`src/source/coherencePkg.sv`:
```
// shared types and constants for the dual-core coherence bus, imported by each design file
`default_nettype none

package coherencePkg;

  // two cores share one bus and one memory
  localparam int CORES = 2;

  // main memory size in words, indexed by word address bits
  localparam int RAM_DEPTH = 256;
  localparam int RAM_ADDR_W = $clog2(RAM_DEPTH);

  // cycles spent in RAM_BUSY before the access completes
  localparam int RAM_LATENCY = 2;
  localparam int LAT_W = $clog2(RAM_LATENCY + 1);

  typedef logic [31:0] word_t;

  typedef enum logic [1:0] {
    RAM_FREE,
    RAM_BUSY,
    RAM_ACCESS
  } ramState_t;

  // one cache's side of the bus, instruction and data port together
  typedef struct packed {
    logic  iREN;
    logic  dREN;
    logic  dWEN;
    logic  cctrans;
    logic  ccwrite;
    word_t iaddr;
    word_t daddr;
    word_t dstore;
  } cacheReq_t;

  typedef struct packed {
    logic  iwait;
    logic  dwait;
    logic  ccwait;
    logic  ccinv;
    word_t iload;
    word_t dload;
    word_t ccsnoopaddr;
  } cacheRsp_t;

  typedef struct packed {
    logic  ramREN;
    logic  ramWEN;
    word_t ramaddr;
    word_t ramstore;
  } ramReq_t;

  typedef struct packed {
    ramState_t ramState;
    word_t     ramload;
  } ramRsp_t;

  // arbiter decision, held until the controller signals done
  typedef struct packed {
    logic valid;
    logic core;
    logic isData;
    logic isWrite;
  } grant_t;

endpackage

`default_nettype wire

```
`src/source/busArbiter.sv`:
```
// picks one of the four request sources for the coherence controller, data before instruction
`default_nettype none
`timescale 1ns/100ps

module busArbiter
  import coherencePkg::*;
(
  input  logic      CLK,
  input  logic      arstN,
  input  cacheReq_t cacheReq [CORES],
  input  logic      done,
  output grant_t    grant
);

  logic [CORES-1:0] dataReq;
  logic [CORES-1:0] instReq;
  logic             lastData;
  logic             lastInst;
  grant_t           pick;

  // with both cores asking, the one not served last wins
  function automatic logic pickCore(input logic [CORES-1:0] req, input logic last);
    if (&req) begin
      return ~last;
    end
    return req[1];
  endfunction

  always_comb begin
    for (int c = 0; c < CORES; c++) begin
      dataReq[c] = cacheReq[c].dREN | cacheReq[c].dWEN;
      instReq[c] = cacheReq[c].iREN;
    end
  end

  always_comb begin
    pick = '0;
    if (|dataReq) begin
      pick.valid   = 1'b1;
      pick.isData  = 1'b1;
      pick.core    = pickCore(dataReq, lastData);
      pick.isWrite = cacheReq[pick.core].dWEN;
    end else if (|instReq) begin
      pick.valid = 1'b1;
      pick.core  = pickCore(instReq, lastInst);
    end
  end

  always_ff @(posedge CLK or negedge arstN) begin
    if (!arstN) begin
      grant    <= '0;
      lastData <= 1'b0;
      lastInst <= 1'b0;
    end else if (grant.valid) begin
      // hold until the transfer ends
      if (done) begin
        grant.valid <= 1'b0;
      end
    end else if (pick.valid) begin
      grant <= pick;
      if (pick.isData) begin
        lastData <= pick.core;
      end else begin
        lastInst <= pick.core;
      end
    end
  end

endmodule

`default_nettype wire

```
`config.mk`:
```
export PLATFORM = sky130hd
export DESIGN_NAME = busArbiter
export DESIGN_NICKNAME = d
export VERILOG_FILES = /design/src/source/coherencePkg.sv /design/src/source/busArbiter.sv
export SDC_FILE = /design/constraint.sdc
export NUM_CORES = 1
export LEC_CHECK = 0
export ABC_CLOCK_PERIOD_IN_PS = 1340
export BUFFER_PORTS_ARGS = -buffer_cell sky130_fd_sc_hd__buf_4
export CAP_MARGIN = 10
export CORE_AREA = 2 2 81 83
export CTS_CLUSTER_SIZE = 28
export DETAILED_ROUTE_END_ITERATION = 8
export DIE_AREA = 0 0 83 85
export MAX_ROUTING_LAYER = met4
export SYNTH_ARGS = -nofsm -noshare
export SYNTH_HDL_FRONTEND = slang
export SYNTH_SLANG_ARGS = --single-unit
```
`constraint.sdc`:
```
create_clock -name CLK -period 1.34 [get_ports CLK]
set_clock_uncertainty 0.1 [all_clocks]
set_input_delay 0.268 -clock CLK [delete_from_list [all_inputs] [get_ports CLK]]
set_output_delay 0.268 -clock CLK [all_outputs]
set_load 0.03 [all_outputs]
```
==> reports/summary.txt, run 1 <==
drt first pass iters = 3
synthesized area = 312.8 um2
worst reg2reg setup slack = 0.18 ns
RSZ-0062 raised after global routing = no
Nets = 258
# Post-CTS Setup Buffers = 0
DRC viols = 0
met3 Use GR = 1.751%
Slew @ Worst Pin = 0.2924 ns
min Tclk post-route = 1.256 ns
hold path endpoint = grant[3]
Worst Path Arrival = 0.89 ns
CTS clock-pin slew for the worst setup and hold paths = 0.04 ns
Largest delay share family, worst path = flip-flops
total via count in the routed design = 308
Multi-input gate area = 150.1 um2
endpoints failing hold = 0
deepest clock path buffer count = 2
run status = complete, no violations
reg2reg path depth = 2
CTS tree = done
max incr delay on CP = 0.47 ns
crit path launch type = flip-flop
post-synth cell types = 18
VDD IR max = 421.3 uV
period utilisation layout = 93.77%
CTS Buf Count = 3
Die W = 83 um
Worst Path Required = 0.97 ns
CP Depth = 1
Synth Warn # = 0
instance count of the mapped netlist = 31
first-pass GRT wire length = 1.393 mm
Global Route met1 Usage = 3.876%
All-Layer GR Usage = 2.812%
met2 global-route usage = 3.226%
Clock H-tree levels = 1
Mean Syn Cell Area = 10.09 um2
CP Buf/Inv Count = 1
ANT cells = 0
clock sinks = 6
FMAX = 0.7959 GHz
Antenna Violating Nets Remaining = 0
R2R Path End = lastData
initial antenna violation count = 0
CP Capture Type = primary output
WL/cell = 7.250 um
total wire length = 928 um
drt via density = 2.406
Net Count, Synth = 236
largest fanout on the critical path = 11
Pwr Density = 1231 nW/um2
hold path startpoint = done
share of cells above drive strength 1 = 47.06%
vias in the first global route = 295
slowest stage cell, crit path = dfrtp_2
GR peak layer = met1
max cap viols = 0
Setup Viol. Count Final = 0
Yosys reg bits = 6
Seq/Total Area, Yosys = 48.00%
worst reg2reg startpoint = grant[3]
Critical Path, Cell by Cell = buf_4
largest net degree at the start of global routing = 12
Die ar. = 7055 um2
Post-Layout Cell Count = 128
global route overflow = 0
fill count = 710
dpl cells = 124
GP Congestion = 0.7420
most common cell after layout, fill and taps aside = buf_4
root buffer cell = clkbuf_8
kind of critical path = reg2out
Leak = 0.2281 nW
Port Buffer Count = 12
area grow syn2layout = 86.80%
FP Rows = 29
hold_ws = 0.1203 ns
WHS Path Cells = 2
core area = 6205 um2
Slew headroom = 80.35%
Hold Path Class = in2reg
chip height = 85 um
I/O pin count = 209
1st-iter DRT viols = 3
FF+latch area = 151.4 um2
commonest cells after routing, fill and taps aside = buf_4, dfrtp_1, a21oi_1
max-slew violation count = 0
Detail Placement HPWL = 787.9 um
clk_lat worst skew = 0.22 ns
Initial Util = 5.041%
-- where the power goes --
group | leakage [nW] | switching [mW] | internal [mW] | total [mW]
registers | 0.0684 | 0.0327 | 0.222 | 0.255
logic | 0.138 | 0.0998 | 0.0948 | 0.195
clock network | 0.0216 | 0.0770 | 0.193 | 0.270
total | 0.228 | 0.209 | 0.510 | 0.719
-- synth_stat cells --
library cell	number	area [um2]
nor4_2	1	12.51
a21oi_1	4	20.02
buf_2	1	5.000
nand2_1	1	3.750
mux2_1	1	11.26
nor2_1	3	11.26
inv_1	2	7.510
or4_4	1	11.26
o32a_1	1	10.01
o31ai_1	1	7.510
nand2b_1	1	6.260
o31ai_2	1	12.51
dfrtp_1	6	150.1
o21a_1	1	7.510
a211o_1	1	8.760
nor4_1	1	6.260
o22ai_1	1	6.260
o21ai_0	3	15.01
-- kinds of logic (layout without fill, tap and decap cells) --
kind of cell	count (synthesis)	in the layout	synth area share [%]
AO/OA/AOI/OAI	13	13	28.00
AND/OR/NAND/NOR	8	8	16.40
flip-flops	6	6	48.00
buffers and inverters	3	23	3.999
multiplexers	1	1	3.600
-- layer usage --
| layer | up-vias | wire length (um) |
|---|---|---|
| li1 | 157 | - |
| met2 | 12 | 352 |
| met5 | - | 0 |
| met1 | 139 | 520 |
| met4 | 0 | 0 |
| met3 | 0 | 55 |
-- registers in the layout, summed over array words and instances, names as in the netlist --
signal,flops
lastInst,1
lastData,1
grant,4
-- metrics by stage --
step | instance area, um2 | power (mW) | worst slack (ns) | TNS [ns] | utilization, %
floorplan | 312.8 | 0.3592 | 0.01330 | 0 | -
global placement | 531.8 | 0.4485 | -0.1253 | -0.3473 | 8.570
detailed placement | 531.8 | 0.4504 | -0.1565 | -0.3857 | 8.570
CTS | 584.3 | 0.7326 | 0.07557 | 0 | 9.417
global route | 584.3 | 0.7601 | 0.06270 | 0 | 9.417
finish | 584.3 | 0.7192 | 0.08350 | 0 | 9.417
-- how the worst max path moves through the flow --
stage	slack, ns	to	from
finish	0.08	grant[3]	grant[3]
floorplan	0.01	lastData	grant[3]
global placement	-0.13	lastInst	cacheReq[199]
CTS	0.08	grant[3]	grant[3]
global route	0.06	grant[3]	grant[3]
detailed placement	-0.16	lastInst	cacheReq[199]
-- repair_timing --
| item | 4_1_cts | 5_1_grt |
|---|---|---|
| hold buffers | 1 | 0 |
| endpoints found under the setup margin | 1 | 0 |
| resized for setup | 1 | 0 |
| hold endpoints to repair | 6 | 0 |
-- final cells by class --
| class | instances | area share (%) |
|---|---|---|
| sequential | 6 | 25.91 |
| multi-input combinational | 22 | 25.70 |
| timing repair buffer | 18 | 23.55 |
| tap | 77 | 16.49 |
| clock buffer | 3 | 7.066 |
| inverter | 2 | 1.285 |
No activity file was read; power rests on OpenSTA's default activity.
==> inputs of run 2 (changes only) <==
--- a/config.mk
+++ b/config.mk
@@ -5,7 +5,7 @@
 export SDC_FILE = /design/constraint.sdc
 export NUM_CORES = 1
 export LEC_CHECK = 0
-export ABC_CLOCK_PERIOD_IN_PS = 1340
+export ABC_CLOCK_PERIOD_IN_PS = 1300
 export BUFFER_PORTS_ARGS = -buffer_cell sky130_fd_sc_hd__buf_4
 export CAP_MARGIN = 10
 export CORE_AREA = 2 2 81 83
==> constraint.sdc (replaced) <==
create_clock -name CLK -period 1.3 [get_ports CLK]
set_clock_uncertainty 0.1 [all_clocks]
set_input_delay 0.26 -clock CLK [delete_from_list [all_inputs] [get_ports CLK]]
set_output_delay 0.26 -clock CLK [all_outputs]
set_load 0.03 [all_outputs]
==> reports/summary.txt, run 2 (synthesized netlist as in run 1, its figures left out) <==
Worst Path Required = 0.94 ns (-0.03 ns)
GP Congestion = 0.7055 (-4.9%)
FP Rows = 29 (unchanged)
CTS clock-pin slew for the worst setup and hold paths = 0.04 ns (about the same)
initial antenna violation count = 0 (unchanged)
post-place instance area = 525.5 um2 (-1.2%)
area grow syn2layout = 87.60%
first-pass GRT wire length = 1.483 mm (+6.5%)
Worst Path Arrival = 0.89 ns (about the same)
Largest delay share family, worst path = flip-flops
Setup Viol. Count Final = 0 (unchanged)
P_int = 0.5356 mW (+5.1%)
period utilisation layout = 96.40%
Nets = 257 (-0.39%)
root buffer cell = clkbuf_8
most common cell after layout, fill and taps aside = buf_4
All-Layer GR Usage = 2.939% (+0.13 points)
Slew headroom = 82.90% (+2.6 points)
Detail Placement HPWL = 795.5 um (+0.96%)
WL/cell = 7.227 um (-0.32%)
CTS tree = done
Net Sw Frac = 28.92% (-0.21 points)
CP Buf/Inv Count = 1 (unchanged)
# Post-CTS Setup Buffers = 0 (unchanged)
Post-Layout Cell Count = 128 (unchanged)
Antenna Violating Nets Remaining = 0 (unchanged)
endpoints failing hold = 0 (unchanged)
total via count in the routed design = 307 (-0.32%)
Hold Path Class = in2reg
global route overflow = 0 (unchanged)
CTS Buf Count = 3 (unchanged)
Clock H-tree levels = 1 (unchanged)
vias in the first global route = 288 (-2.4%)
clock sinks = 6 (unchanged)
clock power share = 38.7% (+1.2 points)
Top reg by flops = grant
chip height = 85 um (unchanged)
drt via density = 2.398 (-0.32%)
P_sw = 0.2179 mW (+4.0%)
Port Buffer Count = 12 (unchanged)
dpl cells = 123 (-0.81%)
RSZ-0062 raised after global routing = no
max-slew violation count = 0 (unchanged)
min Tclk post-route = 1.253 ns
Comb pwr share = 26.3% (-0.8 points)
clk_lat worst skew = 0.22 ns (about the same)
total wire length = 925 um (-0.32%)
run status = complete, no violations
Die ar. = 7055 um2 (unchanged)
FMAX = 0.7979 GHz
core area = 6205 um2 (unchanged)
crit path launch type = flip-flop
drt first pass iters = 4 (+1)
Sequential Power Share = 35.0% (-0.4 points)
ANT cells = 0 (unchanged)
Post-Place Setup Slack = -0.1704 ns (-0.01390 ns)
Slew @ Worst Pin = 0.2543 ns (-0.03806 ns)
finished layout cell area = 586.8 um2 (+0.43%)
Worst Slack Setup Final = 0.04677 ns (-0.03673 ns)
Power Total = 0.7536 mW (+4.8%)
commonest cells after routing, fill and taps aside = buf_4, dfrtp_1, a21oi_1
CP Capture Type = primary output
slowest stage cell, crit path = dfrtp_2
Pwr Density = 1284 nW/um2 (+4.3%)
largest fanout on the critical path = 11 (unchanged)
largest net degree at the start of global routing = 12 (unchanged)
max cap viols = 0 (unchanged)
kind of critical path = reg2out
Critical Path, Cell by Cell = buf_4
Largest register FFs = 4 (unchanged)
share of cells above drive strength 1 = 47.06% (unchanged)
deepest clock path buffer count = 2 (unchanged)
Die W = 83 um (unchanged)
VDD IR max = 624.6 uV (+48%)
DRC viols = 0 (unchanged)
1st-iter DRT viols = 12 (+9)
I/O pin count = 209 (unchanged)
max incr delay on CP = 0.47 ns (about the same)
Leak = 0.2247 nW (-1.5%)
Initial Util = 5.041% (unchanged)
Largest regs = grant (4), lastData (1), lastInst (1)
==> run 2: cell type report <==
cell class                      instances  area [um2]
Sequential cell                         6       151.4
Tap cell                               77       96.34
Clock buffer                            4       45.04
Multi-Input combinational cell         22       156.4
Inverter                                2       7.507
Fill cell                             704        5618
Timing Repair Buffer                   17       130.1
==> run 2: power groups by stage <==
stage	registers (mW)	clock network, mW	logic (mW)
after floorplan	0.294	0	0.0763
after global placement	0.264	0	0.196
after detailed placement	0.265	0	0.199
after CTS	0.263	0.306	0.202
after global routing	0.268	0.328	0.216
final	0.264	0.292	0.198
==> run 2: worst reg2reg max path: cells and delay by family, from the launching register on <==
kind / cells / cell delay, ns
and+or+nand+nor: 1 / 0.14
DFF: 1 / 0.47
muxes: 1 / 0.32
==> run 2: repair_timing <==
action                     CTS  global route
gates resized for setup      0             1
setup endpoints to repair    0             1
hold buffers                 1             0
hold endpoints to repair     6             0
==> run 2: final timing paths <==
check / from / endpoint / slack [ns] / depth (start not counted)
min: done / grant[3] / 0.11 / 2
max reg2reg: grant[3] / lastData / 0.14 / 2
min reg2reg: lastInst / lastInst / 0.40 / 2
min in group asynchronous: arstN / lastInst / 0.30 / 2
max in group asynchronous: arstN / grant[3] / 0.67 / 2
max: grant[3] / grant[3] / 0.05 / 1
==> run 2: stage by stage <==
| step | hold WS (ns) | util (%) | TNS (ns) |
|---|---|---|---|
| CTS | 0.1102 | 9.357 | 0 |
| global route | 0.1060 | 9.458 | 0 |
| detailed placement | -0.02280 | 8.469 | -0.4861 |
| global placement | -0.02626 | 8.469 | -0.4602 |
| floorplan | -0.1356 | - | 0 |
| finish | 0.1148 | 9.458 | 0 |
==> run 2: layer usage <==
metal  share of wire, %  vias to the layer above  global-route usage (%)
met4                  0                        0                  0.4471
met3                6.2                        0                   2.140
met2                 35                       12                   3.226
met5                  0                        -                       -
met1                 58                      140                   4.176
li1                   -                      155                       -
