[src/source/coherencePkg.sv]
// shared types and constants for the dual-core coherence bus, imported by each design file
`default_nettype none

package coherencePkg;

  // two cores share one bus and one memory
  localparam int CORES = 2;

  // main memory size in words, indexed by word address bits
  localparam int RAM_DEPTH = 256;
  localparam int RAM_ADDR_W = $clog2(RAM_DEPTH);

  // cycles spent in RAM_BUSY before the access completes
  localparam int RAM_LATENCY = 2;
  localparam int LAT_W = $clog2(RAM_LATENCY + 1);

  typedef logic [31:0] word_t;

  typedef enum logic [1:0] {
    RAM_FREE,
    RAM_BUSY,
    RAM_ACCESS
  } ramState_t;

  // one cache's side of the bus, instruction and data port together
  typedef struct packed {
    logic  iREN;
    logic  dREN;
    logic  dWEN;
    logic  cctrans;
    logic  ccwrite;
    word_t iaddr;
    word_t daddr;
    word_t dstore;
  } cacheReq_t;

  typedef struct packed {
    logic  iwait;
    logic  dwait;
    logic  ccwait;
    logic  ccinv;
    word_t iload;
    word_t dload;
    word_t ccsnoopaddr;
  } cacheRsp_t;

  typedef struct packed {
    logic  ramREN;
    logic  ramWEN;
    word_t ramaddr;
    word_t ramstore;
  } ramReq_t;

  typedef struct packed {
    ramState_t ramState;
    word_t     ramload;
  } ramRsp_t;

  // arbiter decision, held until the controller signals done
  typedef struct packed {
    logic valid;
    logic core;
    logic isData;
    logic isWrite;
  } grant_t;

endpackage

`default_nettype wire

[src/source/coherenceControl.sv]
// serves the granted request, snoops the other core and moves words between caches and memory
`default_nettype none
`timescale 1ns/100ps

module coherenceControl
  import coherencePkg::*;
(
  input  logic      CLK,
  input  logic      arstN,
  input  cacheReq_t cacheReq [CORES],
  input  grant_t    grant,
  input  ramRsp_t   ramRsp,
  output cacheRsp_t cacheRsp [CORES],
  output ramReq_t   ramReq,
  output logic      done
);

  typedef enum logic [2:0] {
    IDLE,
    SNOOP,
    ANSWER,
    RAMREAD,
    RAMWRITE,
    FWDWRITE,
    FINISH
  } ctrlState_t;

  ctrlState_t state;
  ctrlState_t nextState;
  logic       otherCore;
  logic       snoopHit;
  logic       ramDone;
  logic       ownReq;
  word_t      reqAddr;
  word_t      dataReg;

  assign otherCore = ~grant.core;
  // other core owns the word modified
  assign snoopHit  = cacheReq[otherCore].ccwrite;
  assign ramDone   = ramRsp.ramState == RAM_ACCESS;

  always_ff @(posedge CLK or negedge arstN) begin
    if (!arstN) begin
      state <= IDLE;
    end else begin
      state <= nextState;
    end
  end

  always_comb begin
    nextState = state;
    case (state)
      IDLE: begin
        if (grant.valid) begin
          if (!grant.isData) begin
            nextState = RAMREAD;
          end else if (grant.isWrite) begin
            nextState = RAMWRITE;
          end else begin
            nextState = SNOOP;
          end
        end
      end
      SNOOP: nextState = ANSWER;
      ANSWER: nextState = snoopHit ? FWDWRITE : RAMREAD;
      RAMREAD, RAMWRITE: begin
        if (ramDone) begin
          nextState = FINISH;
        end
      end
      // requester already released, only the memory update is left
      FWDWRITE: begin
        if (ramDone) begin
          nextState = IDLE;
        end
      end
      default: nextState = IDLE;
    endcase
  end

  // address and data of the transfer in flight
  always_ff @(posedge CLK) begin
    case (state)
      IDLE: begin
        if (grant.valid) begin
          reqAddr <= grant.isData ? cacheReq[grant.core].daddr : cacheReq[grant.core].iaddr;
          dataReg <= cacheReq[grant.core].dstore;
          ownReq  <= cacheReq[grant.core].cctrans & cacheReq[grant.core].ccwrite;
        end
      end
      ANSWER: begin
        if (snoopHit) begin
          dataReg <= cacheReq[otherCore].dstore;
        end
      end
      RAMREAD: begin
        if (ramDone) begin
          dataReg <= ramRsp.ramload;
        end
      end
      default: ;
    endcase
  end

  always_comb begin
    for (int c = 0; c < CORES; c++) begin
      cacheRsp[c].iwait       = 1'b1;
      cacheRsp[c].dwait       = 1'b1;
      cacheRsp[c].ccwait      = 1'b0;
      cacheRsp[c].ccinv       = 1'b0;
      cacheRsp[c].iload       = dataReg;
      cacheRsp[c].dload       = dataReg;
      cacheRsp[c].ccsnoopaddr = reqAddr;
    end
    done = 1'b0;
    case (state)
      SNOOP: cacheRsp[otherCore].ccwait = 1'b1;
      ANSWER: begin
        cacheRsp[otherCore].ccwait = 1'b1;
        cacheRsp[otherCore].ccinv  = ownReq;
        // cache to cache, memory gets the word afterwards
        if (snoopHit) begin
          cacheRsp[grant.core].dload = cacheReq[otherCore].dstore;
          cacheRsp[grant.core].dwait = 1'b0;
          done = 1'b1;
        end
      end
      FINISH: begin
        if (grant.isData) begin
          cacheRsp[grant.core].dwait = 1'b0;
        end else begin
          cacheRsp[grant.core].iwait = 1'b0;
        end
        done = 1'b1;
      end
      default: ;
    endcase
  end

  assign ramReq.ramREN   = state == RAMREAD;
  assign ramReq.ramWEN   = state == RAMWRITE || state == FWDWRITE;
  assign ramReq.ramaddr  = reqAddr;
  assign ramReq.ramstore = dataReg;

endmodule

`default_nettype wire

[config.mk]
export PLATFORM = sky130hd
export DESIGN_NAME = coherenceControl
export DESIGN_NICKNAME = d
export VERILOG_FILES = /design/src/source/coherencePkg.sv /design/src/source/coherenceControl.sv
export SDC_FILE = /design/constraint.sdc
export NUM_CORES = 1
export LEC_CHECK = 0
export ABC_AREA = 1
export BUFFER_PORTS_ARGS = -buffer_cell sky130_fd_sc_hd__buf_2
export CORE_AREA = 8 8 191 193
export CTS_CLUSTER_DIAMETER = 80
export DETAILED_ROUTE_END_ITERATION = 10
export DIE_AREA = 0 0 199 201
export PLACE_DENSITY = 0.47
export SETUP_SLACK_MARGIN = 0.5
export SLEW_MARGIN = 10
export SYNTH_ARGS = -nofsm -noshare
export SYNTH_HDL_FRONTEND = slang
export SYNTH_SLANG_ARGS = --single-unit
[constraint.sdc]
create_clock -name CLK -period 12.8 [get_ports CLK]
set_input_delay 0 -clock CLK [delete_from_list [all_inputs] [get_ports CLK]]
set_output_delay 0 -clock CLK [all_outputs]
set_load 0.01 [all_outputs]
==> results of run 1 <==
[layout make-up]
class	instances	area, um2
clock inverter	6	55.05
fill	3697	23400
timing repair buffer	640	3871
tap	448	560.5
sequential	68	2027
clock buffer	10	229.0
multi-input combinational	609	2913
inverter	59	221.5
[cell usage in the layout, fill, tap and decap left out, types with 18 or more instances in the layout]
| master | n |
|---|---|
| buf_2 | 501 |
| nand2_1 | 286 |
| dlygate4sd3_1 | 128 |
| nand3_1 | 65 |
| edfxtp_1 | 65 |
| o21ai_0 | 60 |
| nor2_1 | 57 |
| inv_1 | 53 |
| o211ai_1 | 34 |
| a22oi_1 | 19 |
| nor3_1 | 18 |
[logic make-up after synthesis]
logic type,count (synthesis),synth area share [%]
flops,68,32.71
compound gates,156,16.11
simple gates,453,30.47
buf+inv,243,20.71
[report_power, final]
part           internal (mW)  switching, mW
sequential             0.373          0.109
combinational          0.470          0.691
clock                  0.149          0.106
[worst max-delay path by stage]
| stage | endpoint | slack (ns) | cells past startpoint |
|---|---|---|---|
| after floorplan | ownReq | 8.51 | 2 |
| after global placement | cacheRsp[149] | 10.27 | 8 |
| after detailed placement | cacheRsp[149] | 10.21 | 8 |
| after CTS | cacheRsp[149] | 9.80 | 8 |
| after global routing | cacheRsp[149] | 9.70 | 7 |
| final | cacheRsp[149] | 9.90 | 7 |
[metal layers]
layer	global-route usage [%]	part of all wire (%)
met1	16.52	38
met2	28.74	51
met3	4.811	9.2
met4	5.666	2.2
met5	0	0.082
[tightest hold or removal path, delay by kind of cell]
family | cells | cell delay (ns)
AND/OR/NAND/NOR | 3 | 0.24
buffers and inverters | 2 | 0.10
[registers in the layout, summed over array words and instances (netlist names)]
| signal | cells |
|---|---|
| dataReg | 32 |
| ownReq | 1 |
| reqAddr | 32 |
| state | 3 |
[metrics by stage]
step	power, mW	utilization (%)
3_5_place_dp	1.584	24.97
4_1_cts	1.943	29.68
3_3_place_gp	1.582	24.97
6_report	1.899	29.68
2_1_floorplan	1.169	-
5_1_grt	2.045	29.68
==> flow_summary.ini, run 1 <==
[outcome]
status = completed

[sta]
whs_ns = 0.02806
fin_crit_sh_pct = 22.64
min_period_ns = 2.897
finalHoldViolations = 0
fmax_mhz = 345.1
fin_setup_tns_ns = 0
slew_headroom_pct = 23.86
rsz0062_at_grt = no
setup_viol = 0
clock_skew_ns = 0.01074
slew_viol_final = 0
tightest_slew_ns = 1.141
fin_ws_ns = 9.903

[detailed_routing]
antenna_left = 0
drt_wl_total_mm = 33.07
drt_iter0_markers = 338
vias_per_cell = 4.328
vias = 7964
wl_per_cell_um = 17.97
drc_errors = 0
dr.pass1.iters = 5

[setup_path]
cp_slowest_stage_delay_ns = 0.69
r2r-end = dataReg[5]
path_class = flip-flop to output port
crit_path_end_kind = output port
crit_family = simple AND/OR/NAND/NOR gates
r2r_setup_slack_ns = 10.41
cp-start-kind = flip-flop
crit_required_ns = 12.80
crit_buf_inv = 3
cp.arrival_ns = 2.90
crit_fanout = 30
r2r_start = state[0]
path_cells = inv_2 > nand2_4 > nor2_4 > buf_4 > nor2_1 > a21oi_2 > buf_2
startpoint = state[2]
worst-r2r-cell-count = 7
slowest_stage = nor2_4

[final_layout]
instances_no_fill = 1840
layout-drive-gt1-share_pct = 40.01
diodes = 0
final_area_um2 = 9877
syn_to_final_growth_pct = 59.38
finalNetCount = 1629

[placement]
place_hpwl_mm = 25.16
dpl_worst_slack_ns = 10.21
io_buffers = 502
dp_cells = 1696
gp_congestion = 0.8567
placed_cell_area_um2 = 8312

[floorplanning]
row_count = 67
pin_count = 509
dieWidth_um = 199
die-area_um2 = 40000
core_area_um2 = 33280
start_util_pct = 18.62
die_h_um = 201

[clock_network]
cts_made_buffers = 9
clk_latency_ns = 0.36
clk_pin_slew_ns = 0.05
postCtsHoldBufs = 128
clock_path_buffers = 2
cts.sinks = 68
cts_tree = yes
cts_resized = 0
cts_setup_buffers = 0
cts_root_buf = clkbuf_16
htreeDepth = 3

[grt]
grt_max_degree = 97
antenna_found_initial = 2
grt_pass1_wl_mm = 48.54
grt_pass1_vias = 8124
grt_overflow = 0
track_usage_pct = 15.68

[yosys]
yosys-top-cells-area = edfxtp_1, nand2_1, buf_4, nand3_1, o21ai_0
post-synth-top-count-cell = nand2_1
syn_inst = 920
yosysTopAreaCell = edfxtp_1
yosys_warnings = 0
yosysTopAreaCellShare_pct = 31.50
syn_area_um2 = 6197
synth_cell_types = 28
syn_area_per_cell_um2 = 6.736
yosys-top-cells-count = nand2_1, buf_4, clkbuf_1
async_reset_ff_share_pct = 4.412
synth_ff_type = edfxtp_1
synth_nets = 1162
ys_seq_elements = 68
yosysSeqAreaShare_pct = 32.71
synth_edf_count = 65

[min_path]
hp-start = ramRsp[32]
hold_path.class = primary input to flip-flop
min_path_cells = 5
min_to = state[2]

[pwr]
leakage_nw = 4.762
p_per_area_nw_per_um2 = 192.2
ir_worst_vdd_uv = 94.17

[run]
cap_violations = 0
No activity file was read; power rests on OpenSTA's default activity.
==> run 2: changes to the inputs <==
--- a/config.mk
+++ b/config.mk
@@ -7,10 +7,10 @@
 export LEC_CHECK = 0
 export ABC_AREA = 1
 export BUFFER_PORTS_ARGS = -buffer_cell sky130_fd_sc_hd__buf_2
-export CORE_AREA = 8 8 191 193
+export CORE_AREA = 8 8 192 194
 export CTS_CLUSTER_DIAMETER = 80
 export DETAILED_ROUTE_END_ITERATION = 10
-export DIE_AREA = 0 0 199 201
+export DIE_AREA = 0 0 200 202
 export PLACE_DENSITY = 0.47
 export SETUP_SLACK_MARGIN = 0.5
 export SLEW_MARGIN = 10
==> constraint.sdc (replaced) <==
create_clock -name CLK -period 2.9 [get_ports CLK]
set_input_delay 0 -clock CLK [delete_from_list [all_inputs] [get_ports CLK]]
set_output_delay 0 -clock CLK [all_outputs]
set_load 0.01 [all_outputs]
==> run 2 against run 1 <==
First-iteration DRC count is 5.3% higher. Sequential share of layout area down 0.10 points. Clock power rose to 4.8 times the previous value. Worst setup slack lost 9.2 ns. Non-clock buffer count is 2 lower. Critical path depth stayed put. Register-to-register slack worse by 9.6 ns. Hold slack worse by 0.0075 ns. Core utilization shrank 0.44 points. Count of clock-buffer cells in the layout rose by 5. Critical path type unchanged.
==> flow_summary.ini, run 2 (synthesis gave the netlist of run 1 again) <==
[outcome]
status = completed

[final_layout]
ff_latch_area_um2 = 2027
final_cell_mix = buf_2, nand2_1, dlygate4sd3_1, nand3_1, edfxtp_1
finalNetCount = 1627
final_area_um2 = 9927
top_regs = dataReg x32, reqAddr x32, state x3
fill_cells = 3729
layout_commonest_cell = buf_2
syn_to_final_growth_pct = 60.19
multi_input_area_um2 = 2928
layout-drive-gt1-share_pct = 40.50

[sta]
min_period_ns = 2.185
slew_viol_final = 0
fin_setup_tns_ns = 0
slew_headroom_pct = 35.31
setup_viol = 0
rsz0062_at_grt = no
tightest_slew_ns = 0.9704
fin_ws_ns = 0.7149
fmax_mhz = 457.7
clock_skew_ns = 0.01237
whs_ns = 0.02053
finalHoldViolations = 0
fin_crit_sh_pct = 75.35

[detailed_routing]
wl_per_cell_um = 18.35
drt_iter0_markers = 356
vias_per_cell = 4.302
wl_met1_mm = 13.35
wl_met3_mm = 2.730
top_layer = met5
drc_errors = 0
vias = 7941
wl_met2_mm = 16.94
drt_wl_total_mm = 33.87
antenna_left = 0
dr.pass1.iters = 5

[floorplanning]
core_area_um2 = 33950
pin_count = 509
row_count = 68
dieWidth_um = 200
start_util_pct = 18.26
die-area_um2 = 40400
die_h_um = 202

[placement]
dpl_worst_slack_ns = 0.8140
gp_congestion = 0.8762
place_hpwl_mm = 25.36
io_buffers = 502
placed_cell_area_um2 = 8378

[clock_network]
clk_pin_slew_ns = 0.07
cts_root_buf = clkbuf_16
cts_setup_buffers = 0
cts_tree = yes
clock_path_buffers = 2
cts_made_buffers = 9
clk_latency_ns = 0.35
cts.sinks = 68
htreeDepth = 3

[setup_path]
crit_required_ns = 2.90
slowest_stage = dfrtp_1
crit_fanout = 73
path_class = flip-flop to output port
path_cells = inv_1 > nand2_1 > nor2_4 > buf_6 > nand3_1 > o211ai_1 > buf_2
crit_buf_inv = 3
crit_family = buffers and inverters
cp.arrival_ns = 2.19
crit_path_end_kind = output port
cp-start-kind = flip-flop
r2r_setup_slack_ns = 0.82
cp_slowest_stage_delay_ns = 0.52

[grt]
grt_pass1_wl_mm = 48.22
grt_pass1_vias = 8136
grt_max_degree = 109
track_usage_pct = 15.48
antenna_found_initial = 2
grt_overflow = 0

[pwr]
p_sw_mw = 4.016
switching_share_pct = 48.20
internal_power_mw = 4.317
p_per_area_nw_per_um2 = 839.4
leakage_nw = 4.772
ir_worst_vdd_uv = 360.7
p_seq_share_pct = 26.0
power_frac_comb_pct = 59.3
clockPowerShare_pct = 14.7

[min_path]
hold_path.class = primary input to flip-flop

[run]
cap_violations = 0
-- run 2: cell count changes in the layout (fill, tap and decap cells not counted), moves of 2 or more --
cell	change
clkinv_1	-2
clkbuf_8	+4
clkinv_2	-2
dlygate4sd3_1	-6
buf_4	+2
-- run 2: final cells by class --
| type | count | area share, % |
|---|---|---|
| antenna | 1 | 0.02521 |
| clock buffer | 15 | 2.899 |
| clock inverter | 1 | 0.3025 |
| inverter | 59 | 2.269 |
| multi-input combinational | 609 | 29.49 |
| sequential | 68 | 20.42 |
| tap | 455 | 5.735 |
| timing repair buffer | 638 | 38.86 |
-- run 2: layer usage --
metal  vias to the layer above  global-route usage (%)
met5                         -                       0
met3                        47                   3.526
met1                      3653                   17.24
met4                         2                   4.993
met2                       361                   28.40
li1                       3878                       -
-- run 2: worst paths after layout --
path / from / to / cells after the start
worst max-delay path: state[0] / cacheRsp[41] / 7
worst min-delay path: cacheReq[115] / dataReg[14] / 3
worst max register to register: state[2] / dataReg[23] / 5
worst min register to register: state[0] / state[0] / 2
max in group asynchronous: arstN / state[0] / 3
min in group asynchronous: arstN / state[2] / 3
-- run 2: tightest hold or removal path: cells and delay by family --
kind                   cells  cell delay, ns
buffers and inverters      1            0.11
AO/OA/AOI/OAI              1            0.08
AND/OR/NAND/NOR            1            0.07
-- run 2: power groups by stage --
stage | registers, mW | logic [mW] | clock network, mW
after floorplan | 2.06 | 3.12 | 0
after global placement | 2.19 | 4.87 | 0
after detailed placement | 2.19 | 4.87 | 0
after CTS | 2.18 | 5.05 | 1.28
after global routing | 2.23 | 5.40 | 1.31
final | 2.17 | 4.94 | 1.22
-- run 2: what timing repair did --
item | CTS | global route
hold endpoints to repair | 70 | 0
gates resized for setup | 0 | 2
endpoints found under the setup margin | 0 | 21
hold buffers | 122 | 0
-- run 2: stage by stage --
step | power, mW | instances | utilization [%]
after CTS | 8.510 | 1845 | 29.21
after detailed placement | 7.057 | 1707 | 24.68
after global placement | 7.058 | 1707 | 24.68
final | 8.333 | 1846 | 29.24
after global routing | 8.941 | 1846 | 29.24
after floorplan | 5.172 | 920 | -
==> run 3: changes to the inputs <==
--- a/config.mk
+++ b/config.mk
@@ -5,13 +5,13 @@
 export SDC_FILE = /design/constraint.sdc
 export NUM_CORES = 1
 export LEC_CHECK = 0
-export ABC_AREA = 1
+export ABC_AREA = 0
 export BUFFER_PORTS_ARGS = -buffer_cell sky130_fd_sc_hd__buf_2
-export CORE_AREA = 8 8 192 194
+export CORE_AREA = 8 8 189 191
 export CTS_CLUSTER_DIAMETER = 80
 export DETAILED_ROUTE_END_ITERATION = 10
-export DIE_AREA = 0 0 200 202
-export PLACE_DENSITY = 0.47
+export DIE_AREA = 0 0 197 199
+export PLACE_DENSITY = 0.48
 export SETUP_SLACK_MARGIN = 0.5
 export SLEW_MARGIN = 10
 export SYNTH_ARGS = -nofsm -noshare
==> constraint.sdc (replaced) <==
create_clock -name CLK -period 2.1 [get_ports CLK]
set_input_delay 0 -clock CLK [delete_from_list [all_inputs] [get_ports CLK]]
set_output_delay 0 -clock CLK [all_outputs]
set_load 0.01 [all_outputs]
==> run 3 against run 2 <==
Sequential power up 29%. Wire length is 2.3% lower. Hold slack gained 0.011 ns. Critical endpoint is now cacheRsp[145].
==> flow_summary.ini, run 3 <==
[placement]
gp_congestion = 0.9123
place_hpwl_mm = 21.57
dp_cells = 1341
dpl_worst_slack_ns = 0.3492
io_buffers = 502

[sta]
fin_crit_sh_pct = 93.89
rsz0062_at_grt = yes
fin_setup_tns_ns = 0
whs_ns = 0.03174
min_period_ns = 1.972
tightest_slew_ns = 0.9512
fin_ws_ns = 0.1282
setup_viol = 0
slew_viol_final = 0
clock_skew_ns = 0.01591
fmax_mhz = 507.2
slew_headroom_pct = 36.59
finalHoldViolations = 0

[detailed_routing]
drc_errors = 0
wl_per_cell_um = 23.13
drt_wl_total_mm = 33.10
vias = 6205
antenna_left = 0
drt_iter0_markers = 167
vias_per_cell = 4.336
dr.pass1.iters = 4

[run]
cap_violations = 0

[floorplanning]
die-area_um2 = 39200
core_area_um2 = 32860
pin_count = 509
start_util_pct = 18.23
dieWidth_um = 197
die_h_um = 199
row_count = 67

[yosys]
synth_ff_type = edfxtp_1
ys_seq_elements = 68
async_reset_ff_share_pct = 4.412
yosys-top-cells-count = clkbuf_1, mux2i_1, buf_4, edfxtp_1, a21oi_1
yosysSeqAreaShare_pct = 33.84
yosys-top-cells-area = edfxtp_1, mux4_2, mux2i_1, buf_4, mux2_4
syn_area_um2 = 5989
post-synth-top-count-cell = clkbuf_1
yosysTopAreaCell = edfxtp_1
syn_inst = 544
synth_edf_count = 65
synth_cell_types = 41
yosys_warnings = 0
syn_area_per_cell_um2 = 11.01
yosysTopAreaCellShare_pct = 32.59
synth_nets = 786

[grt]
grt_pass1_vias = 6307
grt_overflow = 0
grt_max_degree = 59
antenna_found_initial = 4
grt_pass1_wl_mm = 41.35
track_usage_pct = 14.20

[min_path]
hp-start = ramRsp[9]
hold_path.class = primary input to flip-flop
min_path_cells = 3

[setup_path]
crit_fanout = 8
cp-start-kind = flip-flop
cp_common_cell = buf_6
r2r_start = state[0]
slowest_stage = dfrtp_2
path_class = flip-flop to output port
path_cells = nand2b_4 > nor2_4 > buf_6 > nand3b_1 > buf_6 > buf_16 > mux2_1 > buf_2
crit_required_ns = 2.10
crit_path_end_kind = output port
worst-r2r-cell-count = 8
cp_slowest_stage_delay_ns = 0.41
cp.arrival_ns = 1.97
startpoint = state[0]

[pwr]
p_per_area_nw_per_um2 = 1287
ir_worst_vdd_uv = 595.9
leakage_nw = 4.877

[final_layout]
instances_no_fill = 1431
final_cell_mix = buf_2, mux2i_1, edfxtp_1, mux2_4, buf_6
post-route-util_pct = 31.75
layout_commonest_cell = buf_2
top_regs = dataReg x32, reqAddr x32, state x3
fill_cells = 3403
layout-drive-gt1-share_pct = 73.39
syn_to_final_growth_pct = 74.20
finalNetCount = 1218

[clock_network]
cts.sinks = 68
clock_path_buffers = 2
cts_tree = yes
cts_made_buffers = 9
cts_root_buf = clkbuf_16
clk_latency_ns = 0.35
clk_pin_slew_ns = 0.06
htreeDepth = 3

[outcome]
status = completed
==> run 3: final timing paths <==
| path | end | slack, ns |
|---|---|---|
| setup / recovery | cacheRsp[145] | 0.13 |
| hold / removal | dataReg[9] | 0.03 |
| min in group asynchronous | state[0] | 0.04 |
| hold reg to reg | state[0] | 0.87 |
| setup reg to reg | dataReg[25] | 0.14 |
| max in group asynchronous | state[2] | 1.94 |
==> run 3: cell type report <==
| cell class | instances | area [um2] | share of cell area [%] |
|---|---|---|---|
| Antenna cell | 2 | 5.005 | 0.04797 |
| Sequential cell | 68 | 2029 | 19.45 |
| Clock inverter | 3 | 16.27 | 0.1559 |
| Clock buffer | 13 | 250.2 | 2.398 |
| Multi-Input combinational cell | 304 | 3452 | 33.09 |
| Tap cell | 448 | 560.5 | 5.372 |
| Inverter | 4 | 22.52 | 0.2159 |
| Timing Repair Buffer | 589 | 4098 | 39.27 |
==> run 3: repair_timing <==
item,CTS,global route
cloned,9,11
resized for setup,62,119
pin swaps,1,22
hold endpoints to repair,31,0
hold buffers,29,0
setup buffers,8,15
setup endpoints to repair,101,166
==> run 3: critical path: cells and delay by family (launching register included) <==
family,cells,cell delay [ns]
DFF,1,0.41
buffers and inverters,4,0.59
muxes,1,0.31
and+or+nand+nor,3,0.33
==> run 3: report_power, final <==
part / switching, mW / internal (mW) / leakage, nW
logic: 4.43 / 4.76 / 4.11
registers: 0.592 / 2.21 / 0.640
clock network: 0.614 / 0.829 / 0.127
total: 5.63 / 7.80 / 4.88
==> run 3: metal layers <==
metal | global-route usage, % | vias up | wire [um]
li1 | - | 2778 | -
met1 | 15.33 | 3075 | 12420
met2 | 26.34 | 325 | 17860
met3 | 4.280 | 25 | 2380
met4 | 4.235 | 2 | 433
met5 | 0 | - | 13
==> run 3: cell families after synthesis <==
group           Yosys count  share of synthesized area (%)
simple gates             61                          4.847
xor+xnor                  1                         0.1463
flops                    68                          33.84
buf+inv                 172                          15.75
mux                     163                          37.16
compound gates           79                          8.252
==> run 3: metrics by stage <==
step,instance area [um2],power (mW)
3_5_place_dp,8376,8.911
2_1_floorplan,6040,6.647
4_1_cts,9544,11.88
6_report,10430,13.43
3_3_place_gp,8376,8.932
5_1_grt,10430,14.20
